## config.mk

```make
export PLATFORM = sky130hd
export DESIGN_NAME = dsp_ctrl_flat
export DESIGN_NICKNAME = d
export VERILOG_FILES = /design/src/verilog/dsp_cfg_pkg.sv /design/src/verilog/dsp_types_pkg.sv /design/src/verilog/dsp_cfg_if.sv /design/src/verilog/dsp_ctrl.sv /design/src/flat_wrapper.sv
export VERILOG_INCLUDE_DIRS = /design/src /design/src/verilog
export SDC_FILE = /design/constraint.sdc
export NUM_CORES = 1
export LEC_CHECK = 0
export BUFFER_PORTS_ARGS = -buffer_cell sky130_fd_sc_hd__buf_2
export CORE_UTILIZATION = 50
export DETAILED_ROUTE_END_ITERATION = 8
export HOLD_SLACK_MARGIN = 0.02
export PLACE_DENSITY_LB_ADDON = 0.2
export SYNTH_ARGS = -nofsm -noshare
export SYNTH_HDL_FRONTEND = slang
export SYNTH_SLANG_ARGS = --single-unit
```

## constraint.sdc

```tcl
create_clock -name clk -period 4.8 [get_ports clk]
set_clock_uncertainty 0.2 [all_clocks]
set_input_delay 0.72 -clock clk [delete_from_list [all_inputs] [get_ports clk]]
set_output_delay 0.72 -clock clk [all_outputs]
set_load 0.03 [all_outputs]
```

## src/verilog/dsp_defs.svh

```systemverilog
`ifndef DSP_DEFS_SVH
`define DSP_DEFS_SVH

// Lanes per word
`define DSP_LANES 4

// ADC code width
`define CODE_W 8

// FFE taps and precisions
`define FFE_TAPS 3
`define WEIGHT_W 8
`define FFE_OUT_W 12
`define SHIFT_W 4

// Channel estimate taps and precisions
`define CHAN_TAPS 3
`define CHAN_W 8
`define EST_W 10

// Error width
`define ERR_W 10

`endif
```

## src/verilog/dsp_cfg_pkg.sv

```systemverilog
`include "dsp_defs.svh"

package dsp_cfg_pkg;

    typedef enum logic [2:0] {
        CFG_FFE_WEIGHT = 3'd0,
        CFG_CHAN_TAP   = 3'd1,
        CFG_THRESH     = 3'd2,
        CFG_FFE_SHIFT  = 3'd3,
        CFG_CHAN_SHIFT = 3'd4,
        CFG_ALIGN      = 3'd5
    } cfg_kind_e;

    // Table entry types
    typedef logic signed [`WEIGHT_W-1:0] weight_t;
    typedef logic signed [`CHAN_W-1:0] chan_t;
    typedef logic [`SHIFT_W-1:0] shift_t;
    typedef logic [$clog2(`DSP_LANES)-1:0] align_t;

    // Weights and channel taps
    typedef struct packed {
        logic [7:0]         lane;
        logic [7:0]         tap;
        logic signed [15:0] value;
    } cfg_tap_t;

    // Thresholds, shifts, align position
    typedef struct packed {
        logic [7:0]         lane;
        logic signed [23:0] value;
    } cfg_scalar_t;

    typedef union packed {
        cfg_tap_t    tap;
        cfg_scalar_t scalar;
    } cfg_word_u;

endpackage

```

## src/verilog/dsp_types_pkg.sv

```systemverilog
`include "dsp_defs.svh"

package dsp_types_pkg;

    // One ADC code
    typedef logic signed [`CODE_W-1:0] code_t;

    // One equalized value
    typedef logic signed [`FFE_OUT_W-1:0] ffe_out_t;

    // One rebuilt code and one error
    typedef logic signed [`EST_W-1:0] est_t;
    typedef logic signed [`ERR_W-1:0] err_t;

    // Detector choice: 0 none, 1 this bit, 2 this bit and the one before
    typedef logic [1:0] pos_t;

    // Word-wide buses, lane 0 is earliest in serial order
    typedef code_t [`DSP_LANES-1:0] code_word_t;
    typedef logic  [`DSP_LANES-1:0] bit_word_t;
    typedef err_t  [`DSP_LANES-1:0] err_word_t;
    typedef pos_t  [`DSP_LANES-1:0] pos_word_t;

endpackage

```

## src/verilog/dsp_cfg_if.sv

```systemverilog
`include "dsp_defs.svh"

interface dsp_cfg_if
    import dsp_types_pkg::*;
    import dsp_cfg_pkg::*;
();

    weight_t  [`DSP_LANES-1:0][`FFE_TAPS-1:0]  weight;
    chan_t    [`DSP_LANES-1:0][`CHAN_TAPS-1:0] chan;
    ffe_out_t [`DSP_LANES-1:0]                 thresh;
    shift_t   [`DSP_LANES-1:0]                 ffe_shift;
    shift_t   [`DSP_LANES-1:0]                 chan_shift;
    align_t                                    align_pos;

    // Input strobe delayed one to four cycles
    logic v_ffe;
    logic v_slice;
    logic v_chan;
    logic v_det;

    modport ctrl (
        output weight, chan, thresh, ffe_shift, chan_shift, align_pos,
        output v_ffe, v_slice, v_chan, v_det
    );

    modport dp (
        input weight, chan, thresh, ffe_shift, chan_shift, align_pos,
        input v_ffe, v_slice, v_chan, v_det
    );

endinterface

```

## src/verilog/dsp_ctrl.sv

```systemverilog
`include "dsp_defs.svh"

module dsp_ctrl
    import dsp_cfg_pkg::*;
(
    input  logic      clk,
    input  logic      reset_i,
    input  logic      cfg_we_i,
    input  cfg_kind_e cfg_kind_i,
    input  cfg_word_u cfg_data_i,
    input  logic      adc_valid_i,
    dsp_cfg_if.ctrl   cfg,
    output logic      out_valid_o
);

    localparam int LANE_W = $clog2(`DSP_LANES);
    localparam int WTAP_W = $clog2(`FFE_TAPS);
    localparam int CTAP_W = $clog2(`CHAN_TAPS);

    logic [4:0]        vld_q;
    logic [7:0]        lane_sel;
    logic [LANE_W-1:0] lane;
    logic [WTAP_W-1:0] wtap;
    logic [CTAP_W-1:0] ctap;
    logic              lane_ok;
    logic              wtap_ok;
    logic              ctap_ok;

    // Both views keep the lane in the top byte
    assign lane_sel = cfg_data_i.scalar.lane;

    assign lane    = lane_sel[LANE_W-1:0];
    assign lane_ok = int'(lane_sel) < `DSP_LANES;
    assign wtap    = cfg_data_i.tap.tap[WTAP_W-1:0];
    assign wtap_ok = int'(cfg_data_i.tap.tap) < `FFE_TAPS;
    assign ctap    = cfg_data_i.tap.tap[CTAP_W-1:0];
    assign ctap_ok = int'(cfg_data_i.tap.tap) < `CHAN_TAPS;

    always_ff @(posedge clk) begin
        if (reset_i) begin
            cfg.weight     <= '0;
            cfg.chan       <= '0;
            cfg.thresh     <= '0;
            cfg.ffe_shift  <= '0;
            cfg.chan_shift <= '0;
            cfg.align_pos  <= '0;
        end else if (cfg_we_i) begin
            case (cfg_kind_i)
                CFG_FFE_WEIGHT: begin
                    if (lane_ok && wtap_ok) begin
                        cfg.weight[lane][wtap] <= cfg_data_i.tap.value[`WEIGHT_W-1:0];
                    end
                end
                CFG_CHAN_TAP: begin
                    if (lane_ok && ctap_ok) begin
                        cfg.chan[lane][ctap] <= cfg_data_i.tap.value[`CHAN_W-1:0];
                    end
                end
                CFG_THRESH: begin
                    if (lane_ok) begin
                        cfg.thresh[lane] <= cfg_data_i.scalar.value[`FFE_OUT_W-1:0];
                    end
                end
                CFG_FFE_SHIFT: begin
                    if (lane_ok) begin
                        cfg.ffe_shift[lane] <= cfg_data_i.scalar.value[`SHIFT_W-1:0];
                    end
                end
                CFG_CHAN_SHIFT: begin
                    if (lane_ok) begin
                        cfg.chan_shift[lane] <= cfg_data_i.scalar.value[`SHIFT_W-1:0];
                    end
                end
                CFG_ALIGN: begin
                    cfg.align_pos <= cfg_data_i.scalar.value[$bits(align_t)-1:0];
                end
                default: begin
                end
            endcase
        end
    end

    // One bit per pipeline stage
    always_ff @(posedge clk) begin
        if (reset_i) begin
            vld_q <= '0;
        end else begin
            vld_q <= {vld_q[3:0], adc_valid_i};
        end
    end

    assign cfg.v_ffe   = vld_q[0];
    assign cfg.v_slice = vld_q[1];
    assign cfg.v_chan  = vld_q[2];
    assign cfg.v_det   = vld_q[3];
    assign out_valid_o = vld_q[4];

endmodule

```

## src/flat_wrapper.sv

```systemverilog
// flat-port wrapper written by rule: the top's interface ports become plain ports
module dsp_ctrl_flat import dsp_cfg_pkg::*;
  (clk, reset_i, cfg_we_i, cfg_kind_i, cfg_data_i, adc_valid_i, out_valid_o, cfg_weight, cfg_chan, cfg_thresh, cfg_ffe_shift, cfg_chan_shift, cfg_align_pos, cfg_v_ffe, cfg_v_slice, cfg_v_chan, cfg_v_det);
  dsp_cfg_if cfg_i ();
  input  logic clk;
  input  logic reset_i;
  input  logic cfg_we_i;
  input  cfg_kind_e cfg_kind_i;
  input  cfg_word_u cfg_data_i;
  input  logic adc_valid_i;
  output logic out_valid_o;
  output wire logic [$bits(cfg_i.weight)-1:0] cfg_weight;
  output wire logic [$bits(cfg_i.chan)-1:0] cfg_chan;
  output wire logic [$bits(cfg_i.thresh)-1:0] cfg_thresh;
  output wire logic [$bits(cfg_i.ffe_shift)-1:0] cfg_ffe_shift;
  output wire logic [$bits(cfg_i.chan_shift)-1:0] cfg_chan_shift;
  output wire logic [$bits(cfg_i.align_pos)-1:0] cfg_align_pos;
  output wire logic [$bits(cfg_i.v_ffe)-1:0] cfg_v_ffe;
  output wire logic [$bits(cfg_i.v_slice)-1:0] cfg_v_slice;
  output wire logic [$bits(cfg_i.v_chan)-1:0] cfg_v_chan;
  output wire logic [$bits(cfg_i.v_det)-1:0] cfg_v_det;
  assign cfg_weight = cfg_i.weight;
  assign cfg_chan = cfg_i.chan;
  assign cfg_thresh = cfg_i.thresh;
  assign cfg_ffe_shift = cfg_i.ffe_shift;
  assign cfg_chan_shift = cfg_i.chan_shift;
  assign cfg_align_pos = cfg_i.align_pos;
  assign cfg_v_ffe = cfg_i.v_ffe;
  assign cfg_v_slice = cfg_i.v_slice;
  assign cfg_v_chan = cfg_i.v_chan;
  assign cfg_v_det = cfg_i.v_det;
  dsp_ctrl u_core (.clk(clk), .reset_i(reset_i), .cfg_we_i(cfg_we_i), .cfg_kind_i(cfg_kind_i), .cfg_data_i(cfg_data_i), .adc_valid_i(adc_valid_i), .cfg(cfg_i), .out_valid_o(out_valid_o));
endmodule
```

==> flow_summary.toml <==
[clock_tree]
ctsResizeCount = 0
hold_buffers = 0
cts_sinks = 279
clock_latency_ps = 520
cts_root_buf = "clkbuf_16"
numCtsBuffers = 28
cts_buffer_depth = 3
cts_tree = "done"
cts_setup_buffers = 0
clk_pin_slew_ps = 60
htree_levels = 1

[logic_synthesis]
syn_nets = 1014
synthAdderAreaFrac_pct = 0
synth_compound_area_share_pct = 0.758
post-synth-top-area-cell = "dfxtp_1"
synth-xor-area-share_pct = 0
netlist_instances = 975
yosys.area_share.simple_pct = 19.4
synth_top_area_share_pct = 52.9
synth.most_common_cell = "dfxtp_1"
synth-seq-area-share_pct = 52.9
synthMuxAreaShare_pct = 24.5
ys_warn_count = 0
synth_edf_count = 0
synth_area_leaders = "dfxtp_1, mux2i_1, nand2b_1"
synth_cell_type_count = 23
ys_ff_latch = 279
synthArstFlopShare_pct = 0
syn_area_um2 = 10600
synth_commonest_cells = "dfxtp_1, mux2i_1, nand2b_1, nor2_1, clkbuf_1"
synthFlopType = "dfxtp_1"
syn_area_per_cell_um2 = 10.8
synth_top_family_by_area = "multiplexers"

[cells_and_area]
syn_to_final_growth_pct = 24.8
fill_cells = 1706
drive_above_1_share_pct = 28.9
nets = 1300
postLayoutCellArea_um2 = 13200

[placed_design]
dp_hpwl_mm = 18.6
numPortBuffers = 313
gp_congestion = 0.775
postPlaceCellArea_um2 = 12300

[detailed_routing]
first_iter_violations = 314
avgViaCountPerCell = 5.11
vias = 7913
antenna_left = 0
wl_per_cell_um = 18.1
route.detailed.drc = 0
wirelength_mm = 28.0
drtPass1Iterations = 4

[critical_path]
timing.rr.start = "u_core.cfg.thresh[34]$_SDFFE_PP0P_"
cp.required_ps = 4960
r2r_slack_ps = 3940
ff2ff_path_depth = 2
crit_type = "in2reg"
reg2reg_to = "u_core.cfg.thresh[34]$_SDFFE_PP0P_"
cp-end-kind = "register"
slowest_stage = "nor4_2"
cp.arrival_ps = 3180
crit_fanout = 8
startpoint_type = "primary input"
cp_slowest_stage_delay_ps = 790
crit_chain = "buf_2 > or4_1 > nor4_2 > nand3_1 > mux2i_1"

[grt]
grt_pass1_wl_mm = 42.7
overflow = 0
grt_use_total_pct = 25.0
grt_max_degree = 89
antenna_found_initial = 1
grt_pass1_vias = 7551

[sta]
worst_slew_pin_slew_ps = 1020
fin_setup_tns_ps = 0
period_needed_ps = 3010
finalHoldViolCount = 0
relSlewSlack_pct = 31.8
fmaxAchievable_mhz = 332
grt_setup_unrepaired = "no"
slew_violations = 0
setup_viol = 0
period_share_pct = 62.8

[power]
peakVddDrop_v = 0.000250
p_per_area_nw_per_um2 = 343
power_leakage_nw = 7.44

[floorplan]
core-area_um2 = 20500
die_h_um = 147
num_io_pins = 318
dieArea_um2 = 21700
die_w_um = 147
initial_utilization_pct = 51.5
rows = 52

[worst_hold_path]
min_to = "u_core.vld_q[0]$_SDFF_PP0_"
holdCritStartpoint = "adc_valid_i"
hold_class = "in2reg"
holdPathStages = 2

[status]
status = "finished clean"

[job]
drv_cap = 0
## worst max path at each step
stage,from,to,cells after the start
6_report,cfg_data_i[18],u_core.cfg.chan[23]$_SDFFE_PP0P_,5
5_1_grt,cfg_data_i[18],u_core.cfg.chan[19]$_SDFFE_PP0P_,5
4_1_cts,cfg_data_i[18],u_core.cfg.chan[47]$_SDFFE_PP0P_,5
3_5_place_dp,cfg_data_i[18],u_core.cfg.chan[47]$_SDFFE_PP0P_,5
3_3_place_gp,cfg_data_i[18],u_core.cfg.chan[47]$_SDFFE_PP0P_,5
2_1_floorplan,cfg_data_i[18],u_core.cfg.chan[16]$_SDFFE_PP0P_,5
## flip-flops by register name, summed over array words and instances (netlist names)
| signal | cells |
|---|---|
| u_core.vld_q | 5 |
| u_core.cfg.chan_shift | 16 |
| u_core.cfg.chan | 96 |
| u_core.cfg.weight | 96 |
| u_core.cfg.thresh | 48 |
| u_core.cfg.align_pos | 2 |
| u_core.cfg.ffe_shift | 16 |
## routing by layer
metal | global-route usage (%) | vias to the layer above | wire (µm)
li1 | - | 3843 | -
met1 | 32.5 | 3793 | 12400
met2 | 41.4 | 239 | 13200
met3 | 5.90 | 38 | 1840
met4 | 6.75 | 0 | 544
met5 | 0 | - | 0
## critical path, delay by kind of cell
kind	cells	cell delay, ps
buffers and inverters	1	90
muxes	1	250
and+or+nand+nor	3	2100
## metrics by stage
step                      std cells  hold WS, ps  setup slack [ps]  util [%]  total power [W]
after floorplan                 975          396              1990         -          0.00247
after global placement         1501          238              1270      60.1          0.00253
after detailed placement       1501          249              1250      60.1          0.00253
after CTS                      1549          185              1780      64.3          0.00456
after global routing           1550          203              1620      64.3          0.00466
final                          1550          202              1790      64.3          0.00453
## area by class of cell
| class | count | area [µm²] | area share, % |
|---|---|---|---|
| Inverter | 1 | 3.75 | 0.0285 |
| Sequential cell | 279 | 5590 | 42.4 |
| Clock buffer | 44 | 842 | 6.39 |
| Tap cell | 270 | 338 | 2.56 |
| Timing Repair Buffer | 326 | 1670 | 12.7 |
| Antenna cell | 1 | 2.50 | 0.0190 |
| Clock inverter | 4 | 20.0 | 0.152 |
| Multi-Input combinational cell | 625 | 4720 | 35.8 |
## cells by family after synthesis
logic type / after synthesis
simple gates: 351
flops: 279
mux: 258
buf+inv: 71
compound gates: 16
## cells in the final DEF, fill, tap and decap left out, drive strengths merged, types with 3 or more instances in the layout
| cell | Yosys | layout |
|---|---|---|
| clkinv | 0 | 4 |
| nand2b | 201 | 201 |
| and4 | 4 | 4 |
| nor4bb | 3 | 3 |
| mux2i | 258 | 258 |
| buf | 9 | 326 |
| nand4 | 15 | 15 |
| nand3 | 13 | 13 |
| and2 | 4 | 4 |
| o21ai | 16 | 16 |
| nand2 | 8 | 8 |
| nor2 | 69 | 69 |
| dfxtp | 279 | 279 |
| nand3b | 16 | 16 |
| nor2b | 11 | 11 |
| nor4 | 3 | 3 |
| clkbuf | 61 | 44 |
## power by group
part / switching [W] / leakage, nW / total (W) / internal (W)
combinational: 0.000102 / 4.77 / 0.000158 / 0.0000550
sequential: 0.000000595 / 2.25 / 0.00232 / 0.00232
clock: 0.000860 / 0.427 / 0.00205 / 0.00119
No activity file was read; power rests on OpenSTA's default activity.
